File: config.mk
export PLATFORM = sky130hd
export DESIGN_NAME = alu_unit
export DESIGN_NICKNAME = d
export VERILOG_FILES = /design/src/cpu_pkg.sv /design/src/alu_unit.sv
export SDC_FILE = /design/constraint.sdc
export NUM_CORES = 1
export LEC_CHECK = 0
export BUFFER_PORTS_ARGS = -buffer_cell sky130_fd_sc_hd__buf_2
export CAP_MARGIN = 10
export CORE_MARGIN = 3
export CORE_UTILIZATION = 25
export DETAILED_ROUTE_END_ITERATION = 8
export SLEW_MARGIN = 5
export SYNTH_ARGS = -nofsm -noshare
export SYNTH_HDL_FRONTEND = slang
export SYNTH_SLANG_ARGS = --single-unit
File: constraint.sdc
create_clock -name clk -period 2.5 [get_ports clk]
set_input_delay 0.375 -clock clk [delete_from_list [all_inputs] [get_ports clk]]
set_output_delay 0.375 -clock clk [all_outputs]
set_load 0.01 [all_outputs]
File: src/cpu_pkg.sv
package cpu_pkg;

	// Bus and word widths
	localparam int data_width     = 8;
	localparam int addr_width     = 16;
	localparam int ctrl_width     = 64;
	localparam int flag_width     = 4;
	localparam int mem_depth      = 32768;
	localparam int mem_addr_width = $clog2(mem_depth);

	// Control word layout, bits above pc_inc_bit are reserved
	localparam int alu_op_lsb     = 0;
	localparam int alu_op_width   = 5;
	localparam int src_id_lsb     = 5;
	localparam int dst_id_lsb     = 10;
	localparam int id_width       = 5;
	localparam int addr_src_lsb   = 15;
	localparam int addr_src_width = 2;
	localparam int pc_inc_bit     = 17;

	// Data bus sources
	localparam logic [id_width-1:0] src_none  = 5'd0;
	localparam logic [id_width-1:0] src_a     = 5'd1;
	localparam logic [id_width-1:0] src_b     = 5'd2;
	localparam logic [id_width-1:0] src_r0    = 5'd3;
	localparam logic [id_width-1:0] src_r1    = 5'd4;
	localparam logic [id_width-1:0] src_ir0   = 5'd5;
	localparam logic [id_width-1:0] src_ir1   = 5'd6;
	localparam logic [id_width-1:0] src_porta = 5'd7;
	localparam logic [id_width-1:0] src_portb = 5'd8;
	localparam logic [id_width-1:0] src_portc = 5'd9;
	localparam logic [id_width-1:0] src_portd = 5'd10;
	localparam logic [id_width-1:0] src_ar0   = 5'd11;
	localparam logic [id_width-1:0] src_ar1   = 5'd12;
	localparam logic [id_width-1:0] src_pc0   = 5'd13;
	localparam logic [id_width-1:0] src_pc1   = 5'd14;
	localparam logic [id_width-1:0] src_sp0   = 5'd15;
	localparam logic [id_width-1:0] src_sp1   = 5'd16;
	localparam logic [id_width-1:0] src_mem   = 5'd17;
	localparam logic [id_width-1:0] src_sr    = 5'd18;
	localparam logic [id_width-1:0] src_alu   = 5'd19;

	// Data bus destinations, 18 and up write nothing
	localparam logic [id_width-1:0] dst_none  = 5'd0;
	localparam logic [id_width-1:0] dst_a     = 5'd1;
	localparam logic [id_width-1:0] dst_b     = 5'd2;
	localparam logic [id_width-1:0] dst_r0    = 5'd3;
	localparam logic [id_width-1:0] dst_r1    = 5'd4;
	localparam logic [id_width-1:0] dst_ir0   = 5'd5;
	localparam logic [id_width-1:0] dst_ir1   = 5'd6;
	localparam logic [id_width-1:0] dst_porta = 5'd7;
	localparam logic [id_width-1:0] dst_portb = 5'd8;
	localparam logic [id_width-1:0] dst_portc = 5'd9;
	localparam logic [id_width-1:0] dst_portd = 5'd10;
	localparam logic [id_width-1:0] dst_ar0   = 5'd11;
	localparam logic [id_width-1:0] dst_ar1   = 5'd12;
	localparam logic [id_width-1:0] dst_pc0   = 5'd13;
	localparam logic [id_width-1:0] dst_pc1   = 5'd14;
	localparam logic [id_width-1:0] dst_sp0   = 5'd15;
	localparam logic [id_width-1:0] dst_sp1   = 5'd16;
	localparam logic [id_width-1:0] dst_mem   = 5'd17;

	// Address bus sources
	localparam logic [addr_src_width-1:0] asel_ar   = 2'd0;
	localparam logic [addr_src_width-1:0] asel_pc   = 2'd1;
	localparam logic [addr_src_width-1:0] asel_sp   = 2'd2;
	localparam logic [addr_src_width-1:0] asel_r1r0 = 2'd3;

	// ALU operations
	localparam logic [alu_op_width-1:0] alu_add = 5'd0;
	localparam logic [alu_op_width-1:0] alu_sub = 5'd1;
	localparam logic [alu_op_width-1:0] alu_and = 5'd2;
	localparam logic [alu_op_width-1:0] alu_or  = 5'd3;
	localparam logic [alu_op_width-1:0] alu_xor = 5'd4;
	localparam logic [alu_op_width-1:0] alu_not = 5'd5;
	localparam logic [alu_op_width-1:0] alu_shl = 5'd6;
	localparam logic [alu_op_width-1:0] alu_shr = 5'd7;

	// Status bits
	localparam int flag_c = 0;
	localparam int flag_z = 1;
	localparam int flag_n = 2;
	localparam int flag_v = 3;

endpackage
File: src/alu_unit.sv
module alu_unit
	import cpu_pkg::*;
(
	input  logic                    clk,
	input  logic                    rst,
	input  logic [data_width-1:0]   data,
	input  logic                    we_a,
	input  logic                    we_b,
	input  logic [alu_op_width-1:0] alu_op,
	input  logic                    flag_load,
	output logic [data_width-1:0]   a_value,
	output logic [data_width-1:0]   b_value,
	output logic [data_width-1:0]   result,
	output logic [flag_width-1:0]   status
);

	logic [data_width:0]   wide;
	logic                  carry;
	logic                  overflow;
	logic [flag_width-1:0] flags;

	// Accumulator and B register
	always_ff @(posedge clk) begin
		if (rst) begin
			a_value <= '0;
			b_value <= '0;
		end else begin
			if (we_a) begin
				a_value <= data;
			end
			if (we_b) begin
				b_value <= data;
			end
		end
	end

	// Result with carry and overflow
	always_comb begin
		wide     = '0;
		result   = a_value;
		carry    = 1'b0;
		overflow = 1'b0;
		case (alu_op)
			alu_add: begin
				wide     = {1'b0, a_value} + {1'b0, b_value};
				result   = wide[data_width-1:0];
				carry    = wide[data_width];
				// Same-sign operands giving a different-sign sum
				overflow = (a_value[data_width-1] == b_value[data_width-1]) &&
					(result[data_width-1] != a_value[data_width-1]);
			end
			alu_sub: begin
				// Top bit of the extended difference is the borrow
				wide     = {1'b0, a_value} - {1'b0, b_value};
				result   = wide[data_width-1:0];
				carry    = wide[data_width];
				overflow = (a_value[data_width-1] != b_value[data_width-1]) &&
					(result[data_width-1] != a_value[data_width-1]);
			end
			alu_and: result = a_value & b_value;
			alu_or:  result = a_value | b_value;
			alu_xor: result = a_value ^ b_value;
			alu_not: result = ~a_value;
			alu_shl: begin
				result = {a_value[data_width-2:0], 1'b0};
				carry  = a_value[data_width-1];
			end
			alu_shr: begin
				result = {1'b0, a_value[data_width-1:1]};
				carry  = a_value[0];
			end
			// Undefined codes pass A
			default: result = a_value;
		endcase
	end

	// New flags from the current result
	always_comb begin
		flags         = '0;
		flags[flag_c] = carry;
		flags[flag_z] = (result == '0);
		flags[flag_n] = result[data_width-1];
		flags[flag_v] = overflow;
	end

	// Status register, loaded when the ALU drives the bus
	always_ff @(posedge clk) begin
		if (rst) begin
			status <= '0;
		end else if (flag_load) begin
			status <= flags;
		end
	end

endmodule

# --- After elaboration in Yosys (flattened, before gate mapping) ---
# Index checks and enable logic that the tools add are counted.
classes:
  muxes: 3
  order_cmp: 0
  bitwise: 4
  mul: 0
  shift: 0
  n_eq_ne: 11
  n_addsub: 2
  n_reduce_logical: 4
  div_mod_pow: 0
op_table:
  columns: ["cell", "n"]
  rows:
  - ["8-bit one-hot mux with 8 select lines", 1]
  - ["5-bit by 3-bit == test with 1-bit output (second input constant)", 4]
  - ["5-bit by 2-bit == test with 1-bit output (second input constant)", 2]
  - ["8-bit by 8-bit adder with 9-bit output", 1]
  - ["8-bit by 8-bit subtractor with 9-bit output", 1]
  - ["8-bit bitwise AND", 1]
  - ["8-bit zero test", 1]
  - ["8-bit NOT", 1]
  - ["8-bit bitwise OR", 1]
  - ["8-bit bitwise XOR", 1]
  - ["5-bit by 1-bit == test with 1-bit output (second input constant)", 1]
  - ["5-bit zero test", 1]
  - ["1-bit one-hot mux with 4 select lines", 1]
  - ["1-bit inequality test", 3]
  - ["1-bit logical AND", 2]
  - ["1-bit one-hot mux with 2 select lines", 1]
  - ["1-bit == test", 1]
totals:
  ff_bits: 20
  out_inout_bits: 28
  latchBits: 0
  n_memories: 0
  romBits: 0
  word_cells: 27
  input_bits: 18
  ramBits: 0

# --- Longest topological paths before layout ---
# Gate-level depths: netlist of the first run.
logic_depth:
  word_depth: 4
  mapped_depth: 12
  ltp_nobuf: 12

# --- Least setup slack after synthesis of the first run ---
# Ideal clock, no wire load.
synth_path:
  path_kind: "register -> register"
  startpoint: "register a_value[2]"
  endpoint: "register status[1]"
  setup_slack_ns: -0.390
  setup_time_ns: 0.069
  synth_period_minus_slack_ns: 2.890
  n_path_buf: 1
  required_ns: 2.431
  arrival_time_ns: 2.821
  stages_incl_launch_ff: 12
  cell_sequence: "dfxtp_1 -> inv_1 -> ha_1 -> buf_2 -> or2_0 -> a32o_2 -> a2111oi_4 -> o221ai_2 -> nor4_2 -> nand2b_1 -> or4_1 -> o21ai_1"
synth_via:
  elab_chain_len: 3
  word_cells_on_any_way: 8
  classes_between: "add/sub: 2; mux: 1; bitwise: 4; reduce/logical: 1"
synth_lines:
  columns: ["element", "line_no", "source"]
  rows:
  - ["start: declaration", "alu_unit.sv:11", "output logic [data_width-1:0] a_value,"]
  - ["start signal: assignment", "alu_unit.sv:29", "a_value <= data;"]
  - ["8-bit by 8-bit subtractor with 9-bit output (tied with other cells)", "alu_unit.sv:54", "wide = {1'b0, a_value} - {1'b0, b_value};"]
  - ["8-bit one-hot mux with 8 select lines *", "alu_unit.sv:43", "case (alu_op)"]
  - ["net result[2]", "alu_unit.sv:13", "output logic [data_width-1:0] result,"]
  - ["8-bit zero test *", "alu_unit.sv:81", "flags[flag_z] = (result == '0);"]
  - ["end signal: assignment", "alu_unit.sv:91", "status <= flags;"]
  - ["end: declaration", "alu_unit.sv:14", "output logic [flag_width-1:0] status"]
# Mark *: on every way through the listed nets, which the timed path passes. The rest lies on a longest branch.
# A chain may end at the register's enable or synchronous reset.

# --- Final worst setup path of the first run ---
layout_path:
  startpoint: "register a_value[1]"
  endpoint: "output port result[7]"
layout_via:
  elab_chain_len: 2
  word_cells_on_any_way: 3
  classes_between: "add/sub: 2; mux: 1"
layout_lines:
  columns: ["element", "line_no"]
  rows:
  - ["8-bit by 8-bit subtractor with 9-bit output / 8-bit by 8-bit adder with 9-bit output (equally long branches)", "alu_unit.sv:54, alu_unit.sv:45"]
  - ["8-bit one-hot mux with 8 select lines *", "alu_unit.sv:43"]
  - ["end: declaration", "alu_unit.sv:13"]
# Mark *: on every way between the ends. The rest lies on a longest branch, timed or not.

==> impl_metrics.csv, run 1 <==
group,metric,value,unit
status,status,"complete, but fails checks",
status,violations,"setup timing",
synth,synthArstFlopShare,0,%
synth,avgSynthCellArea,7.68,µm²
setup_path,slowest_stage,"dfxtp_4",
routing,drt-pass1-iter-count,5,
final_layout,fill_cells,833,
setup_path,worstSetupPathDepth,10,
synth,synth-seq-cells,20,
setup_path,path_class,"register to output port",
sta,rsz0062_at_grt,"true",
setup_path,cp_common_cell,"a21oi_1",
synth,synth-compound-area-share,23.7,%
setup_path,cp_top_family,"compound AO/OA/AOI/OAI gates",
synth,syn-cell-area,0.00220,mm²
power,ir_drop,0.217,mV
synth,postSynthCellCount,287,
die,start_util,26.3,%
synth,synth_adder_area_share,15.4,%
synth,yosysSeqAreaShare,18.2,%
clock_network,clk_pin_slew,90,ps
synth,ys.flop_type,"dfxtp_1",
sta,tightestPinTransition,383,ps
sta,hold_slack,356,ps
setup_path,cp_max_fo,3,
synth,synthTopCellsByArea,"dfxtp_1 (18%), ha_1 (14%), mux2i_1 (10%)",
sta,hold_viol,0,
clock_network,cts_buffers,3,
final_layout,register_area,420,µm²
clock_network,cts_tree,"done",
sta,worst_slack,-416,ps
place,routabilityCongestion,0.929,
die,core_area,0.00838,mm²
setup_path,path_cells,"inv_4, ha_4, a211oi_4, nor3_2, o21a_1, o41a_1, a21oi_1, a21oi_1, a32oi_2, buf_2",
setup_path,r2r_slack,-180,ps
synth,synth_top_family_by_area,"compound AO/OA/AOI/OAI gates",
sta,finalCriticalPeriod,2920,ps
setup_path,cpPeakStageDelay,390,ps
routing,drcViolationCount,0,
setup_path,cp-end-kind,"output port",
place,pre_cts_ws,-257,ps
setup_path,path_buf_inv,2,
routing,via_per_inst,5.16,
final_layout,drive_above_1_share,47.9,%
clock_network,clock_latency,270,ps
global_route,grt_overflow,0,
synth,ys_types,62,
power,total_power,0.00119,W
min_path,min_path_type,"input pin to register",
die,fp.dieArea,0.00998,mm²
routing,vias,2592,
synth,synth_warnings,0,
setup_path,cp-start-kind,"register",
synth,synthMuxAreaShare,10.4,%
clock_network,root_buffer,"clkbuf_8",
final_layout,syn_to_final_growth,55.7,%
routing,drtIter0Drc,201,
routing,ant_nets,0,
min_path,min_path_cells,3,
sta,finalMaxSlewViolations,0,
global_route,grt_max_degree,21,
job,max-cap-violations,0,
synth,yosys.area_share.simple,21.1,%
synth,syn_nets,331,
setup_path,crit_arrival,2540,ps
clock_network,htreeDepth,1,
sta,finalClockSkew,11.4,ps
global_route,grt_pass1_vias,2604,
place,dp_hpwl,6.21,mm
power,p_per_area,346,mW/mm²
routing,routed_wl,7.75,mm
sta,period_share,117,%
setup_path,worstPathRequired,2120,ps
global_route,antenna_found_initial,0,
sta,setup_viol,7,
sta,fmax,343,MHz
power,power.leakage,1.57,nW
final_layout,final_nets,442,
place,portBuffers,45,
synth,synth_edf_count,0,
synth,synth_common_cells,"nor2_1 (34), inv_1 (28), ha_1 (24), mux2i_1 (23), dfxtp_1 (20)",
die,die_x,99.9,µm
clock_network,clockBufferDepth,2,
die,row_count,33,
final_layout,diodes,0,
sta,slew_headroom,74.5,%
global_route,grt_usage,15.7,%
synth,synth_xor_area_share,1.99,%
die,pin_count,46,
synth,yosys.area.top_type,"dfxtp_1",
synth,yosysMostFrequentCell,"nor2_1",
global_route,grt_first_pass_wirelength,12.8,mm
clock_network,cts.sinks,20,
setup_path,rr_worst_depth,10,
routing,wl_per_cell,15.4,µm
die,dieHeight,99.9,µm
synth,synth_top_area_share,18.2,%
final_layout,multi_input_area,0.00183,mm²
## metal layers
metal	vias to the layer above	share of wire (%)	track usage, %
met3	23	6.9	2.36
met1	1203	43	20.4
li1	1236	-	-
met5	-	0	0
met2	130	46	26.0
met4	0	4.0	6.20
## stage by stage
stage	cell area [µm²]	util, %	TNS [ps]	instances
2_1_floorplan	2320	-	-30.8	287
3_3_place_gp	3130	37.4	-458	489
3_5_place_dp	3130	37.4	-682	489
4_1_cts	3350	40.0	-1300	499
5_1_grt	3430	40.9	-2090	502
6_report	3430	40.9	-1370	502
## power breakdown
part | leakage [nW] | internal [W] | total [W] | switching, W
clock network | 0.0288 | 0.000141 | 0.000263 | 0.000122
logic | 1.37 | 0.000286 | 0.000575 | 0.000289
registers | 0.169 | 0.000336 | 0.000351 | 0.0000148
## worst reg2reg max path, stage by stage, from the launching register on
cell       delay (ps)
dfxtp_4           380
inv_4              40
ha_4              260
or2_0             220
a32o_2            270
a2111oi_4         320
o221ai_2          180
nor4_2            280
nand2b_1          150
or4_1             410
o21ai_1           140
## final timing paths
check                          start                 endpoint
max          a_value[1]$_SDFFE_PP0P_                result[7]
min                          data[7]  b_value[7]$_SDFFE_PP0P_
max reg2reg  a_value[2]$_SDFFE_PP0P_   status[1]$_SDFFE_PP0P_
min reg2reg   status[0]$_SDFFE_PP0P_   status[0]$_SDFFE_PP0P_
## cells in the final DEF, fill, tap and decap left out, types with 3 or more instances in the layout
master    instances
a21oi_1           9
a21oi_2           6
a31oi_1           3
a32oi_2           3
buf_2            43
buf_4            80
clkbuf_8          4
dfxtp_1          10
dfxtp_2           7
dfxtp_4           3
ha_1             16
ha_4              7
inv_1            22
inv_2             3
inv_4             3
mux2i_1          23
nand2_1          17
nand2b_1          3
nor2_1           34
nor3_1            8
nor3_2            3
nor3b_1           3
o211ai_1          3
o21ai_0           9
o22ai_1           4
xnor2_1           3
## state kept, by name, indices dropped and copies added, names as in the netlist
register,count
status,4
b_value,8
a_value,8
## cell type report
type	instances	area share (%)
Multi-Input combinational cell	218	53.4
Tap cell	105	3.83
Timing Repair Buffer	127	25.6
Sequential cell	20	12.2
Clock buffer	4	1.60
Inverter	28	3.28
## cells by family (layout without fill, tap and decap cells)
kind of cell	after synthesis	count (layout)
simple gates	93	93
xor+xnor	5	5
flops	20	20
mux	23	23
fa+ha+maj	26	26
compound gates	71	71
buf+inv	49	159
## what timing repair did
item / in CTS / in global routing
gates resized for setup: 28 / 9
hold buffers: 0 / 0
endpoints found under the setup margin: 9 / 9
buffers inserted: 6 / 3
pin swaps: 13 / 10
cloned: 0 / 0
hold endpoints to repair: 0 / 0
Note: power is estimated with default switching activity, not from simulation.
==> run 2, diff against run 1 <==
--- a/config.mk
+++ b/config.mk
@@ -5,6 +5,7 @@
 export SDC_FILE = /design/constraint.sdc
 export NUM_CORES = 1
 export LEC_CHECK = 0
+export ABC_AREA = 1
 export BUFFER_PORTS_ARGS = -buffer_cell sky130_fd_sc_hd__buf_2
 export CAP_MARGIN = 10
 export CORE_MARGIN = 3
==> constraint.sdc (replaced) <==
create_clock -name clk -period 3.45 [get_ports clk]
set_input_delay 0.5175 -clock clk [delete_from_list [all_inputs] [get_ports clk]]
set_output_delay 0.5175 -clock clk [all_outputs]
set_load 0.01 [all_outputs]
==> run 2 against run 1 <==
- the flow now finishes without violations
- via count up 2.1%
- die area rose by 7.5%
- wire length decreased by 3.3%
- cell area shrank 20%
- non-clock buffer count fell by 81
- sequential power decreased by 25%
- count of clock-buffer cells in the layout fell by 1
- clock skew is 4.0 ps lower
- synthesized cell count up 37%
- register-to-register slack better by 1200 ps
- core utilization is 10 points lower
- cell count rose by 11%
- critical endpoint unchanged
==> impl_metrics.csv, run 2 <==
group,metric,value,unit
status,status,"completed",
setup_path,worstPathRequired,2930,ps
clock_network,clockBufferDepth,2,
global_route,grt_first_pass_wirelength,12.3,mm
power,pwr-share-seq,32.1,%
global_route,grt_max_degree,19,
final_layout,final_nets,475,
global_route,grt.busiest_layer,"met2",
synth,syn-cell-area,0.00238,mm²
min_path,min_path_type,"input pin to register",
synth,synth-compound-area-share,14.3,%
clock_network,cts_resized,0,
routing,drcViolationCount,0,
setup_path,cp-end-kind,"output port",
final_layout,layout_common_cells,"nand2_1 (95), inv_1 (57), buf_2 (45)",
setup_path,cp-start-kind,"register",
clock_network,clock_latency,270,ps
synth,synth_top_family_by_area,"simple AND/OR/NAND/NOR gates",
synth,synth_common_cells,"nand2_1 (95), inv_1 (57), nand3_1 (41), nor2_1 (34), a21oi_1 (29)",
synth,ys.flop_type,"dfxtp_1",
sta,slew_headroom,65.6,%
die,start_util,26.5,%
power,total_power,0.000826,W
place,dp_hpwl,6.02,mm
sta,fin_tns_setup,0,ps
power,clkPwrFrac,30.2,%
setup_path,rr_worst_depth,13,
synth,yosysMostFrequentCell,"nand2_1",
synth,synth_xor_area_share,1.10,%
synth,synthMuxAreaShare,0,%
min_path,min_path_cells,2,
synth,synth_top_area_share,16.8,%
clock_network,cts_tree,"done",
sta,tightestPinTransition,514,ps
power,switchingPower,0.000319,W
die,pin_count,46,
sta,finalCriticalPeriod,2980,ps
power,ir_drop,0.162,mV
clock_network,clk_pin_slew,90,ps
final_layout,syn_to_final_growth,15.6,%
power,p_int,0.000507,W
routing,ant_nets,0,
sta,hold_slack,420,ps
synth,ys_types,32,
final_layout,diodes,0,
setup_path,path_class,"register to output port",
clock_network,cts_buffers,3,
synth,synthArstFlopShare,0,%
final_layout,reg.largest.list,"a_value (8), b_value (8), status (4)",
synth,synth_edf_count,0,
synth,synth-seq-cells,20,
routing,routed_wl,7.50,mm
clock_network,post_cts_buffers,0,
sta,hold_viol,0,
synth,yosys.area_share.simple,39.9,%
place,dpl_cell_area,0.00268,mm²
sta,period_share,86.3,%
place,routabilityCongestion,0.935,
global_route,grt_use_met1,18.8,%
routing,vias,2647,
synth,yosys.area.top_type,"dfxtp_1",
final_layout,fill_cells,1048,
routing,via_per_inst,4.76,
synth,postSynthCellCount,392,
sta,finalMaxSlewViolations,0,
job,max-cap-violations,0,
synth,yosysSeqAreaShare,16.8,%
power,switching_share,38.6,%
clock_network,cts.sinks,20,
sta,finalClockSkew,7.39,ps
clock_network,root_buffer,"clkbuf_8",
global_route,grt_pass1_vias,2428,
global_route,grt_overflow,0,
die,dieHeight,104,µm
place,portBuffers,45,
die,core_area,0.00898,mm²
sta,setup_viol,0,
setup_path,cp_max_fo,7,
global_route,met3_usage,1.43,%
power,power.leakage,1.45,nW
global_route,antenna_found_initial,0,
final_layout,final_cell_area,0.00275,mm²
clock_network,htreeDepth,1,
routing,drt-pass1-iter-count,6,
synth,avgSynthCellArea,6.07,µm²
die,row_count,34,
final_layout,final_common_cell,"nand2_1",
sta,rsz0062_at_grt,"false",
die,fp.dieArea,0.0107,mm²
final_layout,drive_above_1_share,16.0,%
routing,drtIter0Drc,176,
power,pwr-share-comb,37.8,%
global_route,grt_usage,13.8,%
setup_path,crit_arrival,2460,ps
power,p_per_area,300,mW/mm²
routing,wl_per_cell,13.5,µm
synth,synth_adder_area_share,14.3,%
global_route,grtUsageMet2,23.3,%
synth,syn_nets,436,
clock_network,cts_hold_buffers,0,
die,die_x,104,µm
synth,synthTopCellsByArea,"dfxtp_1 (17%), nand2_1 (15%), ha_1 (13%)",
sta,fmax,336,MHz
synth,synth_warnings,0,
## run 2: per-stage QoR
step / utilization, % / setup WS (ps) / std cells
3_5_place_dp: 29.8 / 728 / 552
4_1_cts: 30.6 / 450 / 556
2_1_floorplan: - / 1030 / 392
3_3_place_gp: 29.8 / 787 / 552
6_report: 30.6 / 473 / 556
5_1_grt: 30.6 / 190 / 556
## run 2: per-layer routing
| layer | routed length (µm) | vias up |
|---|---|---|
| li1 | - | 1347 |
| met1 | 3540 | 1203 |
| met5 | 0 | - |
| met2 | 3490 | 88 |
| met3 | 376 | 9 |
| met4 | 103 | 0 |
## run 2: layout make-up
cell class / instances / area, µm² / share of cell area (%)
clock buffers: 3 / 41.3 / 1.50
clock inverters: 1 / 30.0 / 1.09
inverters: 61 / 231 / 8.42
multi-input cells: 299 / 1660 / 60.2
flip-flops and latches: 20 / 400 / 14.6
well taps: 126 / 158 / 5.73
repair buffers: 46 / 233 / 8.46
## run 2: power groups by stage
stage	Clock, W	Sequential (W)	Combinational (W)
after floorplan	0	0.000274	0.000217
after global placement	0	0.000270	0.000310
after detailed placement	0	0.000270	0.000311
after CTS	0.000251	0.000265	0.000312
after global routing	0.000259	0.000268	0.000354
final	0.000249	0.000265	0.000312
## run 2: kinds of logic after synthesis
family,Yosys count
AND/OR/NAND/NOR,206
buffers and inverters,73
AO/OA/AOI/OAI,64
adder cells (fa/ha/maj),26
flip-flops,20
XOR/XNOR,3
## run 2: final timing paths
kind / endpoint / from / slack, ps
worst max-delay path: result[7] / a_value[1]$_SDFFE_PP0P_ / 470
worst min-delay path: status[0]$_SDFFE_PP0P_ / rst / 420
worst max register to register: status[1]$_SDFFE_PP0P_ / a_value[0]$_SDFFE_PP0P_ / 1030
worst min register to register: status[0]$_SDFFE_PP0P_ / status[0]$_SDFFE_PP0P_ / 470
## run 2: worst max-delay path, cell delays in order, from the launching register on
cell,delay (ps)
dfxtp_1,550
inv_1,190
ha_1,370
nor2_1,140
nand2_1,80
nand2_1,110
nand3_2,90
nand2_2,90
nand2_1,50
nand3_1,60
nand3_1,60
nor2_1,190
inv_1,50
buf_2,140
